<file path="config.mk">
export PLATFORM = sky130hd
export DESIGN_NAME = rtg_pixel_timing
export DESIGN_NICKNAME = d
export VERILOG_FILES = /design/src/rtg_pkg.sv /design/src/rtg_pixel_timing.sv
export VERILOG_INCLUDE_DIRS = /design/src /design/src/include
export SDC_FILE = /design/constraint.sdc
export NUM_CORES = 1
export LEC_CHECK = 0
export ABC_AREA = 0
export BUFFER_PORTS_ARGS = -buffer_cell sky130_fd_sc_hd__buf_2
export CAP_MARGIN = 20
export CORE_MARGIN = 2
export CORE_UTILIZATION = 38
export CTS_CLUSTER_DIAMETER = 200
export DETAILED_ROUTE_END_ITERATION = 10
export HOLD_SLACK_MARGIN = 0.06
export PLACE_DENSITY = 0.76
export SYNTH_ARGS = -nofsm -noshare
export SYNTH_HDL_FRONTEND = slang
export SYNTH_SLANG_ARGS = --single-unit
</file>
<file path="constraint.sdc">
create_clock -name CLK_114 -period 1.8 [get_ports CLK_114]
set_input_delay 0.36 -clock CLK_114 [delete_from_list [all_inputs] [get_ports CLK_114]]
set_output_delay 0.36 -clock CLK_114 [all_outputs]
set_load 0.03 [all_outputs]
</file>
<file path="src/include/rtg_params.svh">
// Widths assume 16-bit frame buffer words and a burst length that divides the FIFO depth
`ifndef RTG_PARAMS_SVH
`define RTG_PARAMS_SVH

//////////////////////////////
// Memory port
//////////////////////////////

`define RTG_ADDR_W     25  // Word address bits
`define RTG_DATA_W     16  // Frame buffer word
`define RTG_BURST_LEN  4   // Fill pulses per request

//////////////////////////////
// Stream and palette
//////////////////////////////

`define RTG_FIFO_DEPTH 16  // Power of two for pointer wrap
`define RTG_CLUT_SIZE  256 // One entry per 8-bit index

//////////////////////////////
// Config fields
//////////////////////////////

`define RTG_PW_W       4   // Clocks per fetch minus one
`define RTG_VB_W       7   // Extra vblank lines

`endif
</file>
<file path="src/rtg_pkg.sv">
// Shared types for the RTG path; base_addr is in 16-word units so the low 4 address bits are zero
`default_nettype none

`include "rtg_params.svh"

package rtg_pkg;

	//////////////////////////////
	// Colour and mode
	//////////////////////////////

	typedef struct packed {
		logic [7:0] r;
		logic [7:0] g;
		logic [7:0] b;
	} rgb_t;

	typedef enum logic {
		MODE_HICOLOR = 1'b0, // RGB555 words
		MODE_CLUT    = 1'b1  // Two 8-bit indices per word
	} rtg_mode_e;

	typedef struct packed {
		logic                     ena;         // RTG screen on
		rtg_mode_e                mode;
		logic [`RTG_PW_W-1:0]     pixel_width; // Clocks per fetch minus one
		logic [`RTG_VB_W-1:0]     vb_end;      // Extra blank lines after vblank
		logic                     ext;         // One more fetch into hblank
		logic [`RTG_ADDR_W-5:0]   base_addr;   // Upper address bits
	} rtg_cfg_t;

	//////////////////////////////
	// Memory handshake
	//////////////////////////////

	typedef struct packed {
		logic                     req;  // Held for the whole burst
		logic [`RTG_ADDR_W-1:0]   addr; // First word of burst
	} mem_req_t;

	typedef struct packed {
		logic                     fill; // One pulse per word
		logic [`RTG_DATA_W-1:0]   data;
	} mem_rsp_t;

	//////////////////////////////
	// Video side
	//////////////////////////////

	typedef struct packed {
		logic hblank;
		logic vblank; // Also used as the vsync source
		logic hsync;
		rgb_t rgb;    // Chipset colour
	} chip_video_t;

	typedef struct packed {
		logic       we;
		logic [7:0] idx;
		rgb_t       rgb;
	} clut_wr_t;

	typedef struct packed {
		logic window; // Inside OSD area
		logic pixel;  // OSD foreground
	} osd_t;

	typedef enum logic {
		FETCH_IDLE  = 1'b0,
		FETCH_BURST = 1'b1
	} fetch_state_e;

endpackage

`default_nettype wire

</file>
<file path="src/rtg_pixel_timing.sv">
// Chipset blank and sync inputs must already be synchronous to CLK_114; vb_end counts hsync rising edges
`timescale 1ns/10ps
`default_nettype none

`include "rtg_params.svh"

module rtg_pixel_timing (
	input  logic                    CLK_114,
	input  logic                    rst_n,
	input  rtg_pkg::rtg_cfg_t       cfg,
	input  rtg_pkg::chip_video_t    chip,
	output logic                    pixel_strobe, // Fetch next word
	output logic                    byte_sel,     // Delayed low byte select
	output logic                    blank         // RTG blanked
);

	logic [`RTG_PW_W-1:0] pix_ctr;  // Clocks since last fetch
	logic                 sel;      // Low byte flag
	logic                 sel_d;
	logic                 blank_d;  // Blank one cycle back
	logic                 hs_d;
	logic                 hs_rise;
	logic                 vb_ext;   // Extended vblank
	logic [`RTG_VB_W-1:0] vb_ctr;   // Lines since vblank fell

	assign blank    = chip.hblank | vb_ext;
	assign hs_rise  = chip.hsync & ~hs_d;
	assign byte_sel = sel_d;

	// Fetch also one step past the start of blank when ext is set
	assign pixel_strobe = cfg.ena & (~blank | (~blank_d & cfg.ext))
		& (pix_ctr == cfg.pixel_width);

	//////////////////////////////
	// Fetch pacing
	//////////////////////////////

	always_ff @(posedge CLK_114 or negedge rst_n) begin
		if (!rst_n) begin
			pix_ctr <= '0;
			sel     <= 1'b0;
			sel_d   <= 1'b0;
			blank_d <= 1'b1;
		end else begin
			blank_d <= blank;
			sel_d   <= sel;
			if (blank || pixel_strobe) begin
				pix_ctr <= '0;                            // Restart word
				sel     <= 1'b0;                          // Back to high byte
			end else begin
				pix_ctr <= pix_ctr + 1'b1;
				if (pix_ctr == (cfg.pixel_width >> 1))
					sel <= 1'b1;                          // Half way through word
			end
		end
	end

	//////////////////////////////
	// Extended vblank
	//////////////////////////////

	always_ff @(posedge CLK_114 or negedge rst_n) begin
		if (!rst_n) begin
			hs_d   <= 1'b0;
			vb_ext <= 1'b1;                               // Blank until first vblank fall
			vb_ctr <= '0;
		end else begin
			hs_d <= chip.hsync;
			if (chip.vblank) begin
				vb_ext <= 1'b1;
				vb_ctr <= '0;
			end else if (vb_ctr == cfg.vb_end) begin
				vb_ext <= 1'b0;                           // Counter parks here
			end else if (hs_rise) begin
				vb_ctr <= vb_ctr + 1'b1;
			end
		end
	end

endmodule

`default_nettype wire

</file>
Word level (Yosys, flattened, before mapping) --
Index checks and enable logic that the tools add are counted.
Operators by class: add/sub/neg operators 2, $mul 0, div/mod/pow operators 0, order comparisons 0, equality and inequality tests 4, shift operators 0, muxes and demuxes 8, bitwise logic cells 9, reduce and logical (&&, ||, !) cells 5
Operators with widths (number):
- two-way mux 7 bit | 3
- adder 7 x 1 -> 7 bit, second input constant | 1
- == test 7 bit | 1
- nonzero test 2 bit | 3
- adder 4 x 1 -> 4 bit, second input constant | 1
- AND 1 bit | 4
- == test 4 x 3 -> 1 bit | 1
- == test 4 bit | 1
- two-way mux 1 bit | 4
- two-way mux 4 bit | 1
- inverter 1 bit | 3
- inequality test 2 bit, second input constant | 1
- bitwise OR 1 bit | 2
- AND reduction 2 bit | 1
- logical OR 1 bit | 1
Word-level totals: flip-flop bits (word level) 16, latch bits 0, memory bits (writable) 0, ROM bits 0, input bits 64, output and inout bits 3, memories kept 0

Logic depth before layout (Yosys ltp) --
depth after elaboration 7, mapped depth 6, depth with buffers taken out 5

Least setup slack after synthesis --
No wires, ideal clock.
kind register to output, start reg pix_ctr[2], end out pixel_strobe, arrival time 1603 ps, slack -163 ps, cell stages (with the launch flop) 4, buffers on the path 0, path through dfrtp_1 -> xor2_1 -> nor4_1 -> a21boi_0
On the way: word-level cells in the longest chain between the ends 2
Ends and longest elaborated chain:
- start: declaration | line rtg_pixel_timing.sv:17 | logic [`RTG_PW_W-1:0] pix_ctr;
- start signal: assignment | line rtg_pixel_timing.sv:51 | pix_ctr <= pix_ctr + 1'b1;
- == test 4 bit | line rtg_pixel_timing.sv:32 | & (pix_ctr == cfg.pixel_width);
- AND 1 bit | line rtg_pixel_timing.sv:32
- end: declaration | line rtg_pixel_timing.sv:12 | output logic pixel_strobe,
No other way between the ends.

Worst setup path in the final report --
start reg pix_ctr[3], end out pixel_strobe
Same word-level chain as after synthesis.

==> impl_metrics.env <==
export IMPL_avgRoutedWirePerCell_um=13.48
export IMPL_antenna_found_initial=0
export IMPL_ant_nets=0
export IMPL_rsz0062_at_grt="true"
export IMPL_dp_cells=134
export IMPL_p_per_area_nw_per_um2=589.9
export IMPL_viasPerCell=5.027
export IMPL_slew_violations=0
export IMPL_syn_inst=82
export IMPL_gr_total_overflow=0
export IMPL_cp_max_fo=2
export IMPL_pre_cts_ws_ns=-0.08513
export IMPL_instances_no_fill=147
export IMPL_holdCritPathClass="in -> reg"
export IMPL_drc=0
export IMPL_crit_type="reg -> out"
export IMPL_die_h_um=50.69
export IMPL_finalWirelength_um=1982
export IMPL_post_route_min_period_ns=1.863
export IMPL_end_kind="primary output"
export IMPL_status="finished with violations"
export IMPL_cts_made_buffers=3
export IMPL_async_reset_ff_share_pct=100.0
export IMPL_dr_pass1_iters=4
export IMPL_synth_largest_area_cell="dfrtp_1"
export IMPL_cts_tree="built"
export IMPL_core_rowCount=16
export IMPL_synth_edff_count=0
export IMPL_coreArea_sq_um=2002
export IMPL_ys_top_cells_by_count="xor2_1 (15), dfrtp_1 (14), nor2_1 (8)"
export IMPL_synth_ff_type="dfrtp_1"
export IMPL_violations="setup timing"
export IMPL_cp_cell_sequence="xor2_1, nor4_2, a21boi_2, buf_6"
export IMPL_clockRootBuffer="clkbuf_4"
export IMPL_p_leak_nw=0.5685
export IMPL_cts_sinks=16
export IMPL_finalSetupTns_ns=-0.06263
export IMPL_crit_slowest_cell="dfrtp_1"
export IMPL_worst_slew_pin_slew_ns=0.3572
export IMPL_clk_pin_slew_ns=0.09
export IMPL_layout_nets=187
export IMPL_irDropWorstVdd_v=0.0002554
export IMPL_cts_htree_levels=1
export IMPL_max_stage_delay_ns=0.41
export IMPL_dieArea_sq_um=2569
export IMPL_die_x_um=50.69
export IMPL_synth_seq_cells=16
export IMPL_grt_pass1_wl_um=2987
export IMPL_synth_warnings=0
export IMPL_antenna_cells=0
export IMPL_boundaryPins=67
export IMPL_synth_area_leaders="dfrtp_1 (42%), xor2_1 (16%), dfstp_2 (6.3%)"
export IMPL_area_growth_pct=41.84
export IMPL_skew_ns=0.008972
export IMPL_grt_max_degree=17
export IMPL_synth_most_common_cell="xor2_1"
export IMPL_clockBufferDepth=2
export IMPL_vias=739
export IMPL_max_freq_ghz=0.5369
export IMPL_synth_fp_nets=148
export IMPL_ys_seq_area_share_pct=48.64
export IMPL_grt_usage_pct=15.88
export IMPL_syn_avg_cell_area_sq_um=10.10
export IMPL_synth_cell_type_count=24
export IMPL_critPathArrivalTime_ns=1.50
export IMPL_timing_final_ws_setup_ns=-0.06263
export IMPL_crit_path_start_kind="flip-flop"
export IMPL_dp_hpwl_um=1288
export IMPL_finalHoldViolCount=0
export IMPL_synth_top_area_share_pct=42.30
export IMPL_slew_headroom_pct=76.19
export IMPL_start_util_pct=41.37
export IMPL_drive_gt1_share_pct=44.17
export IMPL_drtIter0Drc=18
export IMPL_port_buffers=20
export IMPL_syn_cell_area_sq_um=828.3
export IMPL_crit_required_ns=1.44
export IMPL_grt_pass1_vias=747
export IMPL_gp_congestion=0.7775
export IMPL_setup_viol=1
export IMPL_max_cap_viol_count=0
export IMPL_clock_latency_ns=0.29
export IMPL_fin_crit_sh_pct=103.5
==> critical path, delay by kind of cell (launching register included) <==
family / cells / cell delay (ns)
buffers and inverters: 1 / 0.14
and+or+nand+nor: 1 / 0.30
xor gates and xnor gates: 1 / 0.16
DFF: 1 / 0.41
AOI/OAI and AO/OA: 1 / 0.21
==> kinds of logic after synthesis <==
| logic type | count (synthesis) | synth area share [%] |
|---|---|---|
| simple gates | 28 | 17.22 |
| fa+ha+maj | 2 | 3.021 |
| flops | 16 | 48.64 |
| mux | 1 | 1.209 |
| buf+inv | 5 | 2.416 |
| compound gates | 13 | 9.516 |
| xor+xnor | 17 | 17.98 |
==> cells in the final DEF, fill, tap and decap left out <==
cell,netlist,layout
a211o_1,1,1
a21boi_2,0,1
a21o_1,1,1
a21oi_1,5,3
a21oi_2,0,2
buf_2,1,19
buf_4,0,13
buf_6,0,3
clkbuf_4,0,3
clkbuf_8,0,1
dfrtp_1,14,13
dfrtp_2,0,1
dfstp_2,2,2
dlygate4sd3_1,0,1
ha_1,2,2
inv_1,3,3
mux2i_1,1,1
nand2_1,3,3
nand2b_1,1,1
nand3_1,5,5
nor2_1,8,8
nor3_1,1,1
nor4_1,3,1
nor4_2,0,2
o21ai_0,3,3
o31ai_1,2,2
or2_2,2,2
or3_1,3,2
or3_4,0,1
or4_1,2,1
or4_4,0,1
xnor2_1,2,1
xnor2_2,0,1
xor2_1,15,14
xor2_2,0,1
==> what timing repair did <==
item	in CTS	in global routing
setup endpoints to repair	5	8
buffers inserted	7	2
resized for setup	5	9
hold buffers	1	0
hold endpoints to repair	14	0
pin swaps	3	11
==> power breakdown <==
part           switching [mW]  internal [mW]  total (mW)
clock                   0.116          0.123       0.239
combinational          0.0445         0.0429      0.0874
sequential            0.00253          0.364       0.367
total                   0.163          0.530       0.693
==> flip-flops by register name, indices dropped and copies added, names as in the netlist <==
signal and flops:
hs_d 1, pix_ctr 4, byte_sel 1, vb_ctr 7, sel 1, blank_d 1
vb_ext 1
==> final cells by class <==
class / count / area, sq um
Multi-Input combinational cell: 61 / 452.9
Fill cell: 159 / 827.0
Tap cell: 27 / 33.78
Clock buffer: 4 / 36.28
Timing Repair Buffer: 36 / 236.5
Inverter: 3 / 11.26
Sequential cell: 16 / 404.1
==> worst paths after layout <==
path / from / endpoint / slack (ns) / cells after the start
max: pix_ctr[3] / pixel_strobe / -0.06 / 4
min: chip[24] / hs_d / 0.20 / 1
max reg2reg: vb_ctr[6] / vb_ctr[3] / 0.03 / 6
min reg2reg: sel / byte_sel / 0.39 / 0
max in group asynchronous: rst_n / blank_d / 0.99 / 2
min in group asynchronous: rst_n / vb_ctr[6] / 0.49 / 2
==> stage by stage <==
stage | utilization (%) | area, sq um | power, mW | hold slack (ns)
final | 58.69 | 1175 | 0.6930 | 0.1983
after global routing | 58.69 | 1175 | 0.7208 | 0.1919
after CTS | 56.06 | 1122 | 0.6891 | 0.1923
after detailed placement | 50.25 | 1006 | 0.4466 | 0.2877
after global placement | 50.25 | 1006 | 0.4427 | 0.2817
after floorplan | - | 828.3 | 0.4041 | 0.06441
==> per-layer routing <==
layer | global-route usage (%) | routed length [um]
met1 | 16.95 | 809
met5 | 0 | 0
met3 | 2.976 | 70
met4 | 11.71 | 82
met2 | 27.63 | 1019
Note: power is estimated with default switching activity, not from simulation.
