`config.mk`:
```
export PLATFORM = sky130hd
export DESIGN_NAME = rtg_stream_fetch
export DESIGN_NICKNAME = d
export VERILOG_FILES = /design/src/rtg_pkg.sv /design/src/rtg_stream_fetch.sv
export VERILOG_INCLUDE_DIRS = /design/src /design/src/include
export SDC_FILE = /design/constraint.sdc
export NUM_CORES = 1
export LEC_CHECK = 0
export ABC_AREA = 1
export ABC_CLOCK_PERIOD_IN_PS = 2170
export BUFFER_PORTS_ARGS = -buffer_cell sky130_fd_sc_hd__buf_2
export CORE_MARGIN = 2
export CORE_UTILIZATION = 54
export DETAILED_ROUTE_END_ITERATION = 10
export MAX_ROUTING_LAYER = met4
export PLACE_DENSITY = 0.76
export SLEW_MARGIN = 0
export SYNTH_ARGS = -nofsm -noshare
export SYNTH_HDL_FRONTEND = slang
export SYNTH_SLANG_ARGS = --single-unit
```
`constraint.sdc`:
```
create_clock -name CLK_114 -period 2.17 [get_ports CLK_114]
set_input_delay 0.217 -clock CLK_114 [delete_from_list [all_inputs] [get_ports CLK_114]]
set_output_delay 0.217 -clock CLK_114 [all_outputs]
set_load 0.01 [all_outputs]
```
`src/include/rtg_params.svh`:
```
// Widths assume 16-bit frame buffer words and a burst length that divides the FIFO depth
`ifndef RTG_PARAMS_SVH
`define RTG_PARAMS_SVH

//////////////////////////////
// Memory port
//////////////////////////////

`define RTG_ADDR_W     25  // Word address bits
`define RTG_DATA_W     16  // Frame buffer word
`define RTG_BURST_LEN  4   // Fill pulses per request

//////////////////////////////
// Stream and palette
//////////////////////////////

`define RTG_FIFO_DEPTH 16  // Power of two for pointer wrap
`define RTG_CLUT_SIZE  256 // One entry per 8-bit index

//////////////////////////////
// Config fields
//////////////////////////////

`define RTG_PW_W       4   // Clocks per fetch minus one
`define RTG_VB_W       7   // Extra vblank lines

`endif
```
`src/rtg_pkg.sv`:
```
// Shared types for the RTG path; base_addr is in 16-word units so the low 4 address bits are zero
`default_nettype none

`include "rtg_params.svh"

package rtg_pkg;

	//////////////////////////////
	// Colour and mode
	//////////////////////////////

	typedef struct packed {
		logic [7:0] r;
		logic [7:0] g;
		logic [7:0] b;
	} rgb_t;

	typedef enum logic {
		MODE_HICOLOR = 1'b0, // RGB555 words
		MODE_CLUT    = 1'b1  // Two 8-bit indices per word
	} rtg_mode_e;

	typedef struct packed {
		logic                     ena;         // RTG screen on
		rtg_mode_e                mode;
		logic [`RTG_PW_W-1:0]     pixel_width; // Clocks per fetch minus one
		logic [`RTG_VB_W-1:0]     vb_end;      // Extra blank lines after vblank
		logic                     ext;         // One more fetch into hblank
		logic [`RTG_ADDR_W-5:0]   base_addr;   // Upper address bits
	} rtg_cfg_t;

	//////////////////////////////
	// Memory handshake
	//////////////////////////////

	typedef struct packed {
		logic                     req;  // Held for the whole burst
		logic [`RTG_ADDR_W-1:0]   addr; // First word of burst
	} mem_req_t;

	typedef struct packed {
		logic                     fill; // One pulse per word
		logic [`RTG_DATA_W-1:0]   data;
	} mem_rsp_t;

	//////////////////////////////
	// Video side
	//////////////////////////////

	typedef struct packed {
		logic hblank;
		logic vblank; // Also used as the vsync source
		logic hsync;
		rgb_t rgb;    // Chipset colour
	} chip_video_t;

	typedef struct packed {
		logic       we;
		logic [7:0] idx;
		rgb_t       rgb;
	} clut_wr_t;

	typedef struct packed {
		logic window; // Inside OSD area
		logic pixel;  // OSD foreground
	} osd_t;

	typedef enum logic {
		FETCH_IDLE  = 1'b0,
		FETCH_BURST = 1'b1
	} fetch_state_e;

endpackage

`default_nettype wire

```
`src/rtg_stream_fetch.sv`:
```
// Memory must deliver exactly RTG_BURST_LEN fills per request; address after power-up reset is 0 until the first stream reset
`timescale 1ns/10ps
`default_nettype none

`include "rtg_params.svh"

module rtg_stream_fetch (
	input  logic                    CLK_114,
	input  logic                    rst_n,
	input  rtg_pkg::rtg_cfg_t       cfg,
	input  logic                    vblank,       // Chipset vblank
	input  logic                    pixel_strobe, // Pop request
	output rtg_pkg::mem_req_t       mem_req,
	input  rtg_pkg::mem_rsp_t       mem_rsp,
	output logic [`RTG_DATA_W-1:0]  word,         // Last popped word
	output logic                    underrun      // Sticky until stream reset
);
	import rtg_pkg::*;

	localparam int PTR_W  = $clog2(`RTG_FIFO_DEPTH);
	localparam int LVL_W  = PTR_W + 1;
	localparam int BCNT_W = $clog2(`RTG_BURST_LEN);

	fetch_state_e            state;
	logic [`RTG_ADDR_W-1:0]  addr;                         // Next burst start
	logic [BCNT_W-1:0]       fill_cnt;                     // Words of current burst
	logic [`RTG_DATA_W-1:0]  fifo_mem [`RTG_FIFO_DEPTH];
	logic [PTR_W-1:0]        wr_ptr;
	logic [PTR_W-1:0]        rd_ptr;
	logic [LVL_W-1:0]        level;                        // Words held
	logic                    stream_rst;
	logic                    fill_ok;
	logic                    pop_ok;
	logic                    starve;
	logic                    room;

	assign stream_rst = vblank | ~cfg.ena;                     // Restart every frame
	assign fill_ok    = (state == FETCH_BURST) & mem_rsp.fill & ~stream_rst;
	assign pop_ok     = pixel_strobe & (level != '0) & ~stream_rst;
	assign starve     = pixel_strobe & (level == '0) & ~stream_rst;
	assign room       = level <= LVL_W'(`RTG_FIFO_DEPTH - `RTG_BURST_LEN); // Whole burst fits

	assign mem_req.req  = (state == FETCH_BURST);
	assign mem_req.addr = addr;

	//////////////////////////////
	// Burst request FSM
	//////////////////////////////

	always_ff @(posedge CLK_114 or negedge rst_n) begin
		if (!rst_n) begin
			state    <= FETCH_IDLE;
			addr     <= '0;
			fill_cnt <= '0;
		end else if (stream_rst) begin
			state    <= FETCH_IDLE;                       // Drops req next cycle
			addr     <= {cfg.base_addr, 4'h0};
			fill_cnt <= '0;
		end else begin
			case (state)
				FETCH_IDLE: begin
					if (room)
						state <= FETCH_BURST;             // Raise req
				end
				FETCH_BURST: begin
					if (fill_ok) begin
						fill_cnt <= fill_cnt + 1'b1;      // Wraps at burst end
						if (fill_cnt == BCNT_W'(`RTG_BURST_LEN - 1)) begin
							state <= FETCH_IDLE;
							addr  <= addr + `RTG_ADDR_W'(`RTG_BURST_LEN);
						end
					end
				end
				default: state <= FETCH_IDLE;
			endcase
		end
	end

	//////////////////////////////
	// Circular FIFO
	//////////////////////////////

	always_ff @(posedge CLK_114) begin
		if (fill_ok)
			fifo_mem[wr_ptr] <= mem_rsp.data;
	end

	always_ff @(posedge CLK_114 or negedge rst_n) begin
		if (!rst_n) begin
			wr_ptr <= '0;
			rd_ptr <= '0;
			level  <= '0;
		end else if (stream_rst) begin
			wr_ptr <= '0;                                 // Flush
			rd_ptr <= '0;
			level  <= '0;
		end else begin
			if (fill_ok)
				wr_ptr <= wr_ptr + 1'b1;
			if (pop_ok)
				rd_ptr <= rd_ptr + 1'b1;
			case ({fill_ok, pop_ok})
				2'b10:   level <= level + 1'b1;
				2'b01:   level <= level - 1'b1;
				default: level <= level;                  // Both or neither
			endcase
		end
	end

	//////////////////////////////
	// Pop register
	//////////////////////////////

	always_ff @(posedge CLK_114 or negedge rst_n) begin
		if (!rst_n) begin
			word     <= '0;
			underrun <= 1'b0;
		end else begin
			if (pixel_strobe)
				word <= pop_ok ? fifo_mem[rd_ptr] : '0;    // Empty gives zero
			if (stream_rst)
				underrun <= 1'b0;
			else if (starve)
				underrun <= 1'b1;
		end
	end

endmodule

`default_nettype wire

```
Word-level counts from Yosys, hierarchy flattened
Memories as Yosys holds them, arrays and structs flattened.
Index checks and enable logic that the tools add are counted.
Word-level totals
  flip-flop bits (word level): 58
  input bits: 56
  ROM bits: 0
  output and inout port bits: 43
  memories: 1
  RAM bits: 256
  bits in latches: 0
Cells by class
  shift operators: 0
  add/subtract/negate cells: 6
  div/mod/pow operators: 0
  magnitude comparators: 1
  $mul: 0
  bitwise gates (word level): 10
  reduce and logical (&&, ||, !) cells: 10
  eq/ne operators: 3
  multiplexer cells: 23
Memories
  fifo_mem: words 16, bits a word 16, read ports 1, clocked after memory_dff 0, write ports 1, RTL line rtg_stream_fetch.sv:27  | logic [`RTG_DATA_W-1:0] fifo_mem [`RTG_FIFO_DEPTH];
Operators with widths (count)
  $mux 25: 4
  $add 25x3->25 const B: 1
  $mux 16: 1
  $mux 4: 4
  $pmux 5 s2: 1
  $reduce_bool 2->1: 5
  $add 4x1->4 const B: 2
  $mux 1: 8
  $and 1x1->1: 6
  $mux 2: 3
  $add 5x1->5 const B: 1
  $le 5x4->1 const B: 1
  $logic_not 5->1: 1
  $mux 5: 1
  $reduce_bool 5->1: 1
  $sub 5x1->5 const B: 1
  $eq 2x2->1 const B: 2
  $not 1->1: 3
  $reduce_and 3->1: 1
  $reduce_bool 3->1: 1
  $add 2x1->2 const B: 1
  $eq 2x1->1 const B: 1
  $pmux 1 s2: 1
  $reduce_and 2->1: 1
  $or 1x1->1: 1

Depth between registers and ports, before layout
Gate-level depths: netlist of the first run.
  depth after elaboration: 7
  gate-level depth with buffers: 15
  gate-level depth less buffers: 15

Least setup slack after synthesis of the first run
Ideal clock, no wire load.
  path kind: input to register
  start: input port vblank
  end: memory fifo_mem[4][0] (netlist name), enable pin
  buffers on the path: 2
  path slack: -200 ps
  arrival time: 1961 ps
  stages: 5
  library setup time: 409 ps
  required time: 1761 ps
  path through: inv_1 nand2_4 buf_2 buf_1 nor3_1
Between the ends
  cells in the longest elaborated chain, start to end: 5
Ends and longest elaborated chain
  start: declaration: RTL line rtg_stream_fetch.sv:11  | input logic vblank,
  $or 1x1->1: RTL line rtg_stream_fetch.sv:37  | assign stream_rst = vblank | ~cfg.ena;
  $not 1->1: RTL line rtg_stream_fetch.sv:38  | assign fill_ok = (state == FETCH_BURST) & mem_rsp.fill & ~stream_rst;
  $and 1x1->1: RTL line rtg_stream_fetch.sv:38
  $mux 1: RTL line rtg_stream_fetch.sv:84  | if (fill_ok)
  $mux 1 (implied by the code): RTL line rtg_stream_fetch.sv:85  | fifo_mem[wr_ptr] <= mem_rsp.data;
  end: declaration: RTL line rtg_stream_fetch.sv:27
Every way passes these cells.

Worst setup path after layout of the first run
  start: register state
  end: register level[4]
Between the ends
  cells in the longest elaborated chain, start to end: 5
  elaborated cells on any way between the ends: 7
  those cells by class: 2 x eq/ne; 2 x mux; 2 x bitwise; 1 x reduce/logical
Ends and longest elaborated chain
  start: declaration: RTL line rtg_stream_fetch.sv:24  | fetch_state_e state;
  start signal: assignment: RTL line rtg_stream_fetch.sv:52  | state <= FETCH_IDLE;
  start signal: assignment: RTL line rtg_stream_fetch.sv:56  | state <= FETCH_IDLE;
  start signal: assignment: RTL line rtg_stream_fetch.sv:63  | state <= FETCH_BURST;
  $and 1x1->1 (*) (2 in series): RTL line rtg_stream_fetch.sv:38
  $eq 2x1->1 / $eq 2x2->1 (equally long branches): RTL line rtg_stream_fetch.sv:102  | case ({fill_ok, pop_ok})
  $pmux 5 s2: RTL line rtg_stream_fetch.sv:102
  $mux 5: RTL line rtg_stream_fetch.sv:93  | end else if (stream_rst) begin
  end signal: assignment: RTL line rtg_stream_fetch.sv:103  | 2'b10: level <= level + 1'b1;
  end signal: assignment: RTL line rtg_stream_fetch.sv:104  | 2'b01: level <= level - 1'b1;
  end signal: assignment: RTL line rtg_stream_fetch.sv:105  | default: level <= level;
  end: declaration: RTL line rtg_stream_fetch.sv:30  | logic [LVL_W-1:0] level;
Every way passes the cells marked *; elsewhere a longest branch is shown, timed or not.
A chain may end at the register's enable or synchronous reset.

==> results of run 1 <==
==> final cells by class <==
cell class,count,area share (%)
Tap cell,324,2.61
Sequential cell,312,58.6
Clock buffer,33,5.05
Timing Repair Buffer,155,7.24
Multi-Input combinational cell,746,24.1
Inverter,48,1.17
Clock inverter,22,1.30
==> cell usage in the layout, fill, tap and decap left out, types with 11 or more instances in the layout <==
| cell type | Yosys | routed |
|---|---|---|
| a21oi_1 | 91 | 91 |
| a22oi_1 | 43 | 43 |
| buf_2 | 35 | 83 |
| buf_4 | 4 | 41 |
| clkbuf_16 | 0 | 31 |
| clkinv_1 | 4 | 14 |
| dfrtp_1 | 56 | 54 |
| dlygate4sd3_1 | 0 | 22 |
| edfxtp_1 | 256 | 256 |
| inv_1 | 39 | 38 |
| nand2_1 | 341 | 341 |
| nand3_1 | 133 | 133 |
| nor2_1 | 29 | 21 |
| nor2_2 | 3 | 11 |
| o21ai_0 | 18 | 18 |
| xor2_1 | 13 | 13 |
==> synth_stat cells, types with 6 or more instances <==
master    instances
o211ai_1          8
nor3_1           14
a22oi_1          43
ha_1              9
nand4_1           8
buf_2            35
nand2_1         341
dfrtp_1          56
inv_1            39
a21oi_1          91
xnor2_1           6
clkbuf_1         21
nor2_1           29
nand3_1         133
o21ai_0          18
xor2_1           13
edfxtp_1        256
==> cell families (layout without fill, tap and decap cells) <==
| family | Yosys count | in the layout |
|---|---|---|
| compound gates | 172 | 172 |
| other cells | 1 | 2 |
| xor+xnor | 19 | 19 |
| simple gates | 544 | 544 |
| flops | 312 | 312 |
| buf+inv | 111 | 258 |
| fa+ha+maj | 9 | 9 |
==> where the power goes <==
group          switching, mW  internal (mW)
Sequential            0.0782           6.55
Combinational          0.665          0.338
Clock                   2.14           3.05
Total                   2.88           9.94
==> final timing paths <==
path                            start              end
max in group asynchronous       rst_n        rd_ptr[0]
hold / removal             mem_rsp[7]  fifo_mem[11][7]
min in group asynchronous       rst_n         word[15]
setup reg to reg                state         level[4]
hold reg to reg               word[8]          word[8]
setup / recovery                state         level[4]
==> worst reg2reg max path, cell delays in order, from the launching register on <==
cell	delay, ns
dfrtp_1	0.39
nand2_1	0.14
inv_2	0.09
nor2_4	0.20
nand3_4	0.14
nand2_1	0.13
nand2_1	0.06
inv_1	0.05
ha_1	0.13
inv_1	0.04
nand2_1	0.09
nand3_1	0.10
nand2_1	0.07
nand2_1	0.04
nand3_1	0.06
nand2_1	0.05
==> state kept, by name, summed over array words and instances, names as in the netlist <==
signal,count
state,1
addr,23
rd_ptr,4
level,5
word,16
underrun,1
fill_cnt,2
fifo_mem,256
wr_ptr,4
==> metrics by stage <==
stage               hold WS, ns  util (%)
floorplan               -0.0786         -
global placement          0.207      59.2
detailed placement        0.213      59.2
CTS                      0.0271      64.2
global route             0.0396      64.2
finish                   0.0407      64.2
==> layer usage <==
metal	up-vias	global-route usage, %	share of wire (%)
met5	-	-	0
met3	86	2.94	7.4
li1	4369	-	-
met1	4596	34.7	41
met2	428	42.7	49
met4	0	8.39	3.2
==> summary.txt, run 1 <==
Clock tree
  – Clk slew on worst S/H paths: 0.06 ns
  – Hold Buf Count CTS: 22
  – Worst-skew pair later-pin latency: 0.55 ns
  – Setup bufs post-CTS: 0
  – CTS sink cnt: 312
  – CTS Root Cell: clkbuf_16
  – CTS tree: built
  – Max clock buf depth: 3
  – Cts repair resizes: 0
  – Clock H-tree levels: 1
  – TritonCTS buffer count: 30

Drt
  – Via count: 9,479
  – Wirelength per Cell: 19.7 um
  – Remaining DRCs: 0
  – DR vias/cell: 5.78
  – DRT iter0 DRCs: 1,121
  – Total iterations of the first detailed-routing run: 6
  – Routed Antenna Nets: 0
  – WL final: 32.2 mm

Logic synthesis
  – Sequential area share after synthesis: 68.7%
  – Adder-cell share of the synthesized area: 0.851%
  – Mapped cell area: 13,200 sq um
  – Mux contribution to synthesized area: 0%
  – FFs w/ async S/R, synth: 17.9%
  – Largest family of logic cells by synthesized area: simple AND/OR/NAND/NOR gates
  – YS warnings: 0
  – Synth Flop Type: edfxtp_1
  – Yosys reg bits: 312
  – Simple-gate portion of the synthesized area: 17.9%
  – Post-synth EDFFs: 256
  – Post-Syn Instances: 1,168
  – Largest area contributor in the netlist: edfxtp_1
  – Post-synth top area share: 58.1%
  – Compound-gate portion of the synthesized area: 7.74%
  – Area contributors post-synth: edfxtp_1 58%, dfrtp_1 11%, nand2_1 9.7%, nand3_1 5.0%, a21oi_1 3.4%
  – Mapped Avg Cell Area: 11.3 sq um
  – Synth Area in XOR/XNOR: 1.26%
  – Number of unique standard cell types used by synthesis: 40

STA
  – RSZ-0062 raised after global routing: no
  – Final setup fails: 0
  – Slew Limit Fails: 0
  – PnR worst setup slack: 0.277 ns
  – Crit path time final: 1.89 ns
  – Fin crit share: 87.2%
  – Worst slew margin: 64.0%
  – Hold Fails Final Rpt: 0
  – Skew final: 0.00703 ns
  – Fmax achieved: 0.528 GHz
  – Worst-margin pin slew: 0.537 ns
  – Setup tns final: 0 ns

Finish
  – Area growth syn-to-layout: 17.3%
  – Register cell area after layout: 9090 sq um
  – Layout cells sized above 1: 16.6%
  – Design area: 15,500 sq um
  – Multi-input gate area: 3740 sq um
  – Post-route insts no fill: 1,640
  – Diode count: 0
  – Layout Nets: 1,358
  – Fill cells: 1,770

GRT
  – Congestion Overflow GR: 0
  – GRT Overall Usage: 26.1%
  – Number of global-route vias before repair: 9,152
  – Initial antenna violation count: 0
  – First-pass GRT wire length: 50.4 mm
  – Largest net degree at the start of global routing: 91

Placed design
  – Placed Instance Area: 14,300 sq um
  – Port Buffers: 83
  – Post-DP HPWL: 19.1 mm
  – Pre-CTS setup slack: 0.312 ns
  – Dpl cells: 1,563
  – Final Wtd Congestion: 0.944

Worst hold path
  – WHS Path Cells: 1
  – HP Class: in2reg

Worst setup path
  – Arr. time, crit path: 2.34 ns
  – Critical Path Most Common Cell: nand2_1
  – Worst setup EP type: register
  – Crit Path Class: reg2reg
  – Startpoint Class: register
  – CP max-delay cell: dfrtp_1
  – Levels on crit path: 15
  – R2R depth: 15
  – CP max stage delay: 0.39 ns
  – Worst R2R Setup Slack: 0.28 ns
  – Worst-path fanout max: 7
  – Delay-heaviest family, CP: simple AND/OR/NAND/NOR gates
  – Worst path bufs/invs: 3
  – CP required: 2.61 ns
  – Critical path, cell by cell: nand2_1 -> inv_2 -> nor2_4 -> nand3_4 -> nand2_1 -> nand2_1 -> inv_1 -> ha_1 -> inv_1 -> nand2_1 -> nand3_1 -> nand2_1 -> nand2_1 -> nand3_1 -> nand2_1

Die
  – Initial core utilization: 54.7%
  – Die area: 25,800 sq um
  – Die height: 161 um
  – Die width: 161 um
  – I/O pins: 99
  – Number of placement rows: 57
  – Core area: 24,200 sq um

Run status
  – Status: finished clean

Power and ir drop
  – P_leak: 6.12 nW
  – Total power: 12.8 mW
  – Pwr Density: 826 nW/um^2
  – Largest vdd supply drop: 0.000516 V

Job
  – Max_cap viols: 0
Note: power is estimated with default switching activity, not from simulation.
==> run 2: changes to the inputs <==
- PLACE_DENSITY: 0.76 -> 0.73
==> summary.txt, run 2 (synthesized netlist as in run 1, its figures left out) <==
Clock tree
  – Clk slew on worst S/H paths: 0.06 ns (about the same)
  – Max clock buf depth: 3 (unchanged)
  – Clock H-tree levels: 1 (unchanged)
  – CTS sink cnt: 312 (unchanged)
  – Setup bufs post-CTS: 0 (unchanged)
  – Worst-skew pair later-pin latency: 0.56 ns (was 0.55 ns)
  – CTS Root Cell: clkbuf_16 (unchanged)
  – TritonCTS buffer count: 31 (was 30)
  – CTS tree: built (unchanged)

GRT
  – Number of global-route vias before repair: 8,985 (was 9,152)
  – GRT Overall Usage: 26.0% (was 26.1%)
  – First-pass GRT wire length: 50.3 mm (was 50.4 mm)
  – Initial antenna violation count: 1 (was 0)
  – Largest net degree at the start of global routing: 79 (was 91)
  – Congestion Overflow GR: 0 (unchanged)

STA
  – Final setup fails: 0 (unchanged)
  – PnR worst setup slack: 0.298 ns (was 0.277 ns)
  – Skew final: 0.00627 ns (was 0.00703 ns)
  – Slew Limit Fails: 0 (unchanged)
  – RSZ-0062 raised after global routing: no (unchanged)
  – Fmax achieved: 0.534 GHz (was 0.528 GHz)
  – Worst slew margin: 58.6% (was 64.0%)
  – Hold Fails Final Rpt: 0 (unchanged)
  – Crit path time final: 1.87 ns (was 1.89 ns)
  – Fin crit share: 86.3% (was 87.2%)
  – Worst-margin pin slew: 0.617 ns (was 0.537 ns)
  – Hold slack final: 0.0410 ns (was 0.0407 ns)

Worst setup path
  – Crit Path Class: reg2reg (unchanged)
  – Startpoint Class: register (unchanged)
  – Worst setup EP type: register (unchanged)
  – R2R depth: 13 (was 15)
  – Arr. time, crit path: 2.32 ns (was 2.34 ns)
  – R2r startpoint: state (unchanged)
  – Worst R2R Setup Slack: 0.30 ns (was 0.28 ns)
  – Worst-path fanout max: 7 (unchanged)
  – FF-to-FF End: level[4] (unchanged)
  – CP required: 2.62 ns (was 2.61 ns)

Finish
  – Layout cells sized above 1: 16.9% (was 16.6%)
  – Most frequent cells in the layout: 341 x nand2_1, 256 x edfxtp_1, 133 x nand3_1 (unchanged)
  – Post-route insts no fill: 1,642 (was 1,640)
  – Commonest non-fill, non-tap cell in the layout: nand2_1 (unchanged)
  – Fill cells: 1,810 (was 1,770)
  – Layout Nets: 1,358 (unchanged)
  – Area growth syn-to-layout: 17.6% (was 17.3%)
  – Largest Register: fifo_mem (unchanged)
  – Largest registers: fifo_mem: 256 flops, addr: 23 flops, word: 16 flops (unchanged)
  – Largest register FFs: 256 (unchanged)

Placed design
  – Pre-CTS setup slack: 0.304 ns (was 0.312 ns)
  – Dpl cells: 1,562 (was 1,563)
  – Post-DP HPWL: 19.0 mm (was 19.1 mm)
  – Port Buffers: 83 (unchanged)
  – Final Wtd Congestion: 0.874 (was 0.944)

Die
  – Core area: 24,200 sq um (unchanged)
  – Die height: 161 um (unchanged)
  – Number of placement rows: 57 (unchanged)
  – Die width: 161 um (unchanged)
  – Initial core utilization: 54.7% (unchanged)
  – I/O pins: 99 (unchanged)
  – Die area: 25,800 sq um (unchanged)

Drt
  – Wirelength per Cell: 19.9 um (was 19.7 um)
  – DRT iter0 DRCs: 1,087 (was 1,121)
  – WL final: 32.6 mm (was 32.2 mm)
  – Routed Antenna Nets: 0 (unchanged)
  – Via count: 9,342 (was 9,479)
  – DR vias/cell: 5.69 (was 5.78)
  – Remaining DRCs: 0 (unchanged)
  – Total iterations of the first detailed-routing run: 6 (unchanged)

Power and ir drop
  – Internal: 9.96 mW (was 9.94 mW)
  – Largest vdd supply drop: 0.000762 V (was 0.000516 V)
  – Sequential share of power: 51.3% (was 51.7%)
  – Switching portion of total power: 22.9% (was 22.5%)
  – Clock power frac: 41.0% (was 40.5%)
  – P_leak: 6.12 nW (about the same)
  – Total power: 12.9 mW (was 12.8 mW)
  – NetSw: 2.96 mW (was 2.88 mW)
  – Combinational power share: 7.7% (was 7.8%)
  – Pwr Density: 830 nW/um^2 (was 826 nW/um^2)

Worst hold path
  – Worst hold endpoint: fifo_mem[12][5] (was fifo_mem[11][7])
  – Min-Delay Startpoint: mem_rsp[5] (was mem_rsp[7])
  – WHS Path Cells: 1 (unchanged)
  – HP Class: in2reg (unchanged)

Job
  – Max_cap viols: 0 (unchanged)

Run status
  – Status: finished clean (unchanged)
## run 2: cell type report
type / count / area (sq um) / area share, %
Multi-Input combinational cell: 746 / 3740 / 24.0
Sequential cell: 312 / 9090 / 58.4
Antenna cell: 1 / 2.50 / 0.0161
Timing Repair Buffer: 154 / 1140 / 7.33
Clock inverter: 13 / 125 / 0.804
Tap cell: 324 / 405 / 2.60
Clock buffer: 44 / 885 / 5.68
Inverter: 48 / 181 / 1.17
## run 2: worst max-delay path by stage
stage / startpoint / endpoint / slack, ns / cells past startpoint
final: state / level[4] / 0.30 / 13
after global routing: state / level[4] / 0.06 / 15
after CTS: state / level[4] / 0.29 / 13
after detailed placement: state / level[4] / 0.30 / 13
after global placement: state / level[4] / 0.33 / 15
after floorplan: vblank / fifo_mem[4][0] / -0.20 / 5
## run 2: per-layer routing
metal  routed length, um  up-vias  GRT usage [%]
met5                   0        -              -
met4                 853        0           8.23
met3                2430       75           3.05
met2               16000      362           41.6
met1               13400     4542           35.5
li1                    -     4363              -
## run 2: per-stage QoR
step | area (sq um) | TNS (ns) | utilization [%]
6_report | 15600 | 0 | 64.4
5_1_grt | 15600 | 0 | 64.4
2_1_floorplan | 13200 | -25.63 | -
3_3_place_gp | 14300 | 0 | 59.3
3_5_place_dp | 14300 | 0 | 59.3
4_1_cts | 15600 | 0 | 64.4
## run 2: power groups by stage
| stage | sequential, mW | combinational (mW) | clock, mW |
|---|---|---|---|
| CTS | 6.63 | 0.991 | 5.35 |
| floorplan | 6.76 | 0.580 | 0 |
| detailed placement | 6.75 | 0.956 | 0 |
| global route | 6.64 | 1.10 | 5.56 |
| global placement | 6.75 | 0.931 | 0 |
| finish | 6.63 | 0.993 | 5.29 |
## run 2: repair_timing
item                                   in CTS  in global routing
endpoints found under the hold margin      38                  0
hold buffers                               22                  0
resized for setup                           0                  0
setup endpoints to repair                   0                  0
## run 2: worst max-delay path: stages (launching register included)
cell and delay [ns]:
dfrtp_1 0.39, nand2_1 0.14, inv_2 0.09, nor2_4 0.21, nand4_2 0.18, nand2_1 0.11, inv_1 0.04, ha_1 0.16
inv_1 0.05, nand2_1 0.08, nand3_1 0.11, nand3_1 0.07, nand3_1 0.08, nand2_1 0.04
==> run 3: changes to the inputs <==
- CAP_MARGIN: not set -> 5
- CTS_BUF_LIST: not set -> sky130_fd_sc_hd__clkbuf_16
==> summary.txt, run 3 (synthesized netlist as in run 1, its figures left out) <==
Run status
  – Status: finished clean (unchanged)

Finish
  – Commonest non-fill, non-tap cell in the layout: nand2_1 (unchanged)
  – Final core utilization: 64.2% (was 64.4%)
  – Layout cells sized above 1: 16.5% (was 16.9%)
  – Largest Register: fifo_mem (unchanged)
  – Most frequent cells in the layout: 341 x nand2_1, 256 x edfxtp_1, 133 x nand3_1 (unchanged)
  – Area growth syn-to-layout: 17.2% (was 17.6%)
  – Layout Nets: 1,358 (unchanged)
  – Post-route insts no fill: 1,642 (unchanged)
  – Largest registers: fifo_mem: 256 flops, addr: 23 flops, word: 16 flops (unchanged)
  – Largest register FFs: 256 (unchanged)

Placed design
  – Pre-CTS setup slack: 0.304 ns (unchanged)
  – Post-DP HPWL: 19.0 mm (unchanged)
  – Final Wtd Congestion: 0.874 (unchanged)
  – Port Buffers: 83 (unchanged)
  – Dpl cells: 1,562 (unchanged)

Clock tree
  – Max clock buf depth: 3 (unchanged)
  – Cts repair resizes: 0 (unchanged)
  – CTS Root Cell: clkbuf_16 (unchanged)
  – Worst-skew pair later-pin latency: 0.56 ns (about the same)
  – Clock H-tree levels: 1 (unchanged)
  – Clk slew on worst S/H paths: 0.06 ns (about the same)
  – CTS tree: built (unchanged)
  – TritonCTS buffer count: 31 (unchanged)
  – CTS sink cnt: 312 (unchanged)
  – Setup bufs post-CTS: 0 (unchanged)

STA
  – Final setup fails: 0 (unchanged)
  – Worst slew margin: 58.7% (was 58.6%)
  – Crit path time final: 1.88 ns (was 1.87 ns)
  – PnR worst setup slack: 0.294 ns (was 0.298 ns)
  – Slew Limit Fails: 0 (unchanged)
  – Hold Fails Final Rpt: 0 (unchanged)
  – Skew final: 0.00749 ns (was 0.00627 ns)
  – Fin crit share: 86.4% (was 86.3%)
  – Fmax achieved: 0.533 GHz (was 0.534 GHz)
  – RSZ-0062 raised after global routing: no (unchanged)
  – Worst-margin pin slew: 0.615 ns (was 0.617 ns)

Power and ir drop
  – P_leak: 6.11 nW (was 6.12 nW)
  – Pwr Density: 817 nW/um^2 (was 830 nW/um^2)
  – Largest vdd supply drop: 0.000762 V (about the same)
  – Total power: 12.7 mW (was 12.9 mW)

Die
  – Core area: 24,200 sq um (unchanged)
  – Die width: 161 um (unchanged)
  – Die area: 25,800 sq um (unchanged)
  – I/O pins: 99 (unchanged)
  – Die height: 161 um (unchanged)
  – Number of placement rows: 57 (unchanged)
  – Initial core utilization: 54.7% (unchanged)

GRT
  – GRT Overall Usage: 26.0% (unchanged)
  – Initial antenna violation count: 1 (unchanged)
  – Largest net degree at the start of global routing: 79 (unchanged)
  – Congestion Overflow GR: 0 (unchanged)
  – Number of global-route vias before repair: 8,976 (was 8,985)
  – First-pass GRT wire length: 50.2 mm (was 50.3 mm)

Drt
  – WL final: 32.8 mm (was 32.6 mm)
  – Remaining DRCs: 0 (unchanged)
  – Wirelength per Cell: 20.0 um (was 19.9 um)
  – Via count: 9,373 (was 9,342)
  – DRT iter0 DRCs: 1,060 (was 1,087)
  – Met3 wire len: 2.48 mm (was 2.43 mm)
  – Routed Antenna Nets: 0 (unchanged)
  – DR vias/cell: 5.71 (was 5.69)
  – Total iterations of the first detailed-routing run: 5 (was 6)
  – DR WL met2: 15.9 mm (was 16.0 mm)
  – Max layer used: met4 (unchanged)
  – DRT met1 WL: 13.5 mm (was 13.4 mm)

Worst hold path
  – HP Class: in2reg (unchanged)
  – Min-Delay Startpoint: mem_rsp[7] (was mem_rsp[5])

Worst setup path
  – Worst setup EP type: register (unchanged)
  – Worst path bufs/invs: 3 (unchanged)
  – Startpoint Class: register (unchanged)
  – CP max-delay cell: dfrtp_1 (unchanged)
  – Worst-path fanout max: 7 (unchanged)
  – R2r startpoint: state (unchanged)
  – Critical Path Most Common Cell: nand2_1 (unchanged)
  – Crit Path Class: reg2reg (unchanged)
  – Delay-heaviest family, CP: simple AND/OR/NAND/NOR gates (unchanged)
  – CP max stage delay: 0.39 ns (about the same)
  – CP required: 2.62 ns (about the same)
  – Arr. time, crit path: 2.33 ns (was 2.32 ns)
  – Worst setup startpoint: state (unchanged)
  – Critical path, cell by cell: nand2_1 -> inv_2 -> nor2_4 -> nand4_2 -> nand2_1 -> inv_1 -> ha_1 -> inv_1 -> nand2_1 -> nand3_1 -> nand3_1 -> nand3_1 -> nand2_1 (unchanged)

Job
  – Max_cap viols: 0 (unchanged)
==> run 3: cell count changes in the layout (fill, tap and decap cells not counted), sizes merged <==
cell and change:
inv +7, clkinv +6, clkbuf -13
==> run 3: worst reg2reg max path, cell delays in order, from the launching register on <==
cell and delay, ns:
dfrtp_1 0.39, nand2_1 0.14, inv_2 0.09, nor2_4 0.22, nand4_2 0.18, nand2_1 0.10
inv_1 0.04, ha_1 0.16, inv_1 0.05, nand2_1 0.08, nand3_1 0.11, nand3_1 0.08
nand3_1 0.08, nand2_1 0.04
==> run 3: timing repair <==
item	4_1_cts	5_1_grt
endpoints found under the setup margin	0	0
hold buffers	22	0
endpoints found under the hold margin	38	0
==> run 3: worst paths after layout <==
kind                                    to  slack (ns)  cells past startpoint
hold reg to reg                    word[5]        0.48                      2
min in group asynchronous         level[3]        0.16                      2
max in group asynchronous          word[9]        1.41                      3
setup reg to reg                  level[4]        0.29                     13
setup / recovery                  level[4]        0.29                     13
hold / removal             fifo_mem[13][7]        0.04                      1
==> run 3: layout make-up <==
class / instances / area [sq um]
multi-input combinational: 746 / 3740
tap: 324 / 405
antenna: 1 / 2.50
clock inverter: 26 / 174
fill: 1821 / 8670
inverter: 48 / 181
clock buffer: 31 / 776
timing repair buffer: 154 / 1140
sequential: 312 / 9090
==> run 3: report_power, final <==
| group | internal [mW] | switching (mW) | leakage (nW) |
|---|---|---|---|
| sequential | 6.55 | 0.0778 | 3.03 |
| clock | 2.82 | 2.22 | 0.487 |
| combinational | 0.338 | 0.656 | 2.60 |
| total | 9.71 | 2.96 | 6.11 |
==> run 3: layer usage <==
layer  global-route usage, %  vias to the layer above
met4                    8.11                        0
met2                    41.6                      417
met5                       -                        -
met3                    3.10                       70
met1                    35.5                     4516
li1                        -                     4370
==> run 3: metrics by stage <==
step	setup TNS [ns]	hold WS (ns)	cell area (sq um)
final	0	0.0373	15500
after global routing	0	0.0397	15500
after CTS	0	0.0213	15500
after detailed placement	0	0.209	14300
after global placement	0	0.207	14300
after floorplan	-25.63	-0.0786	13200
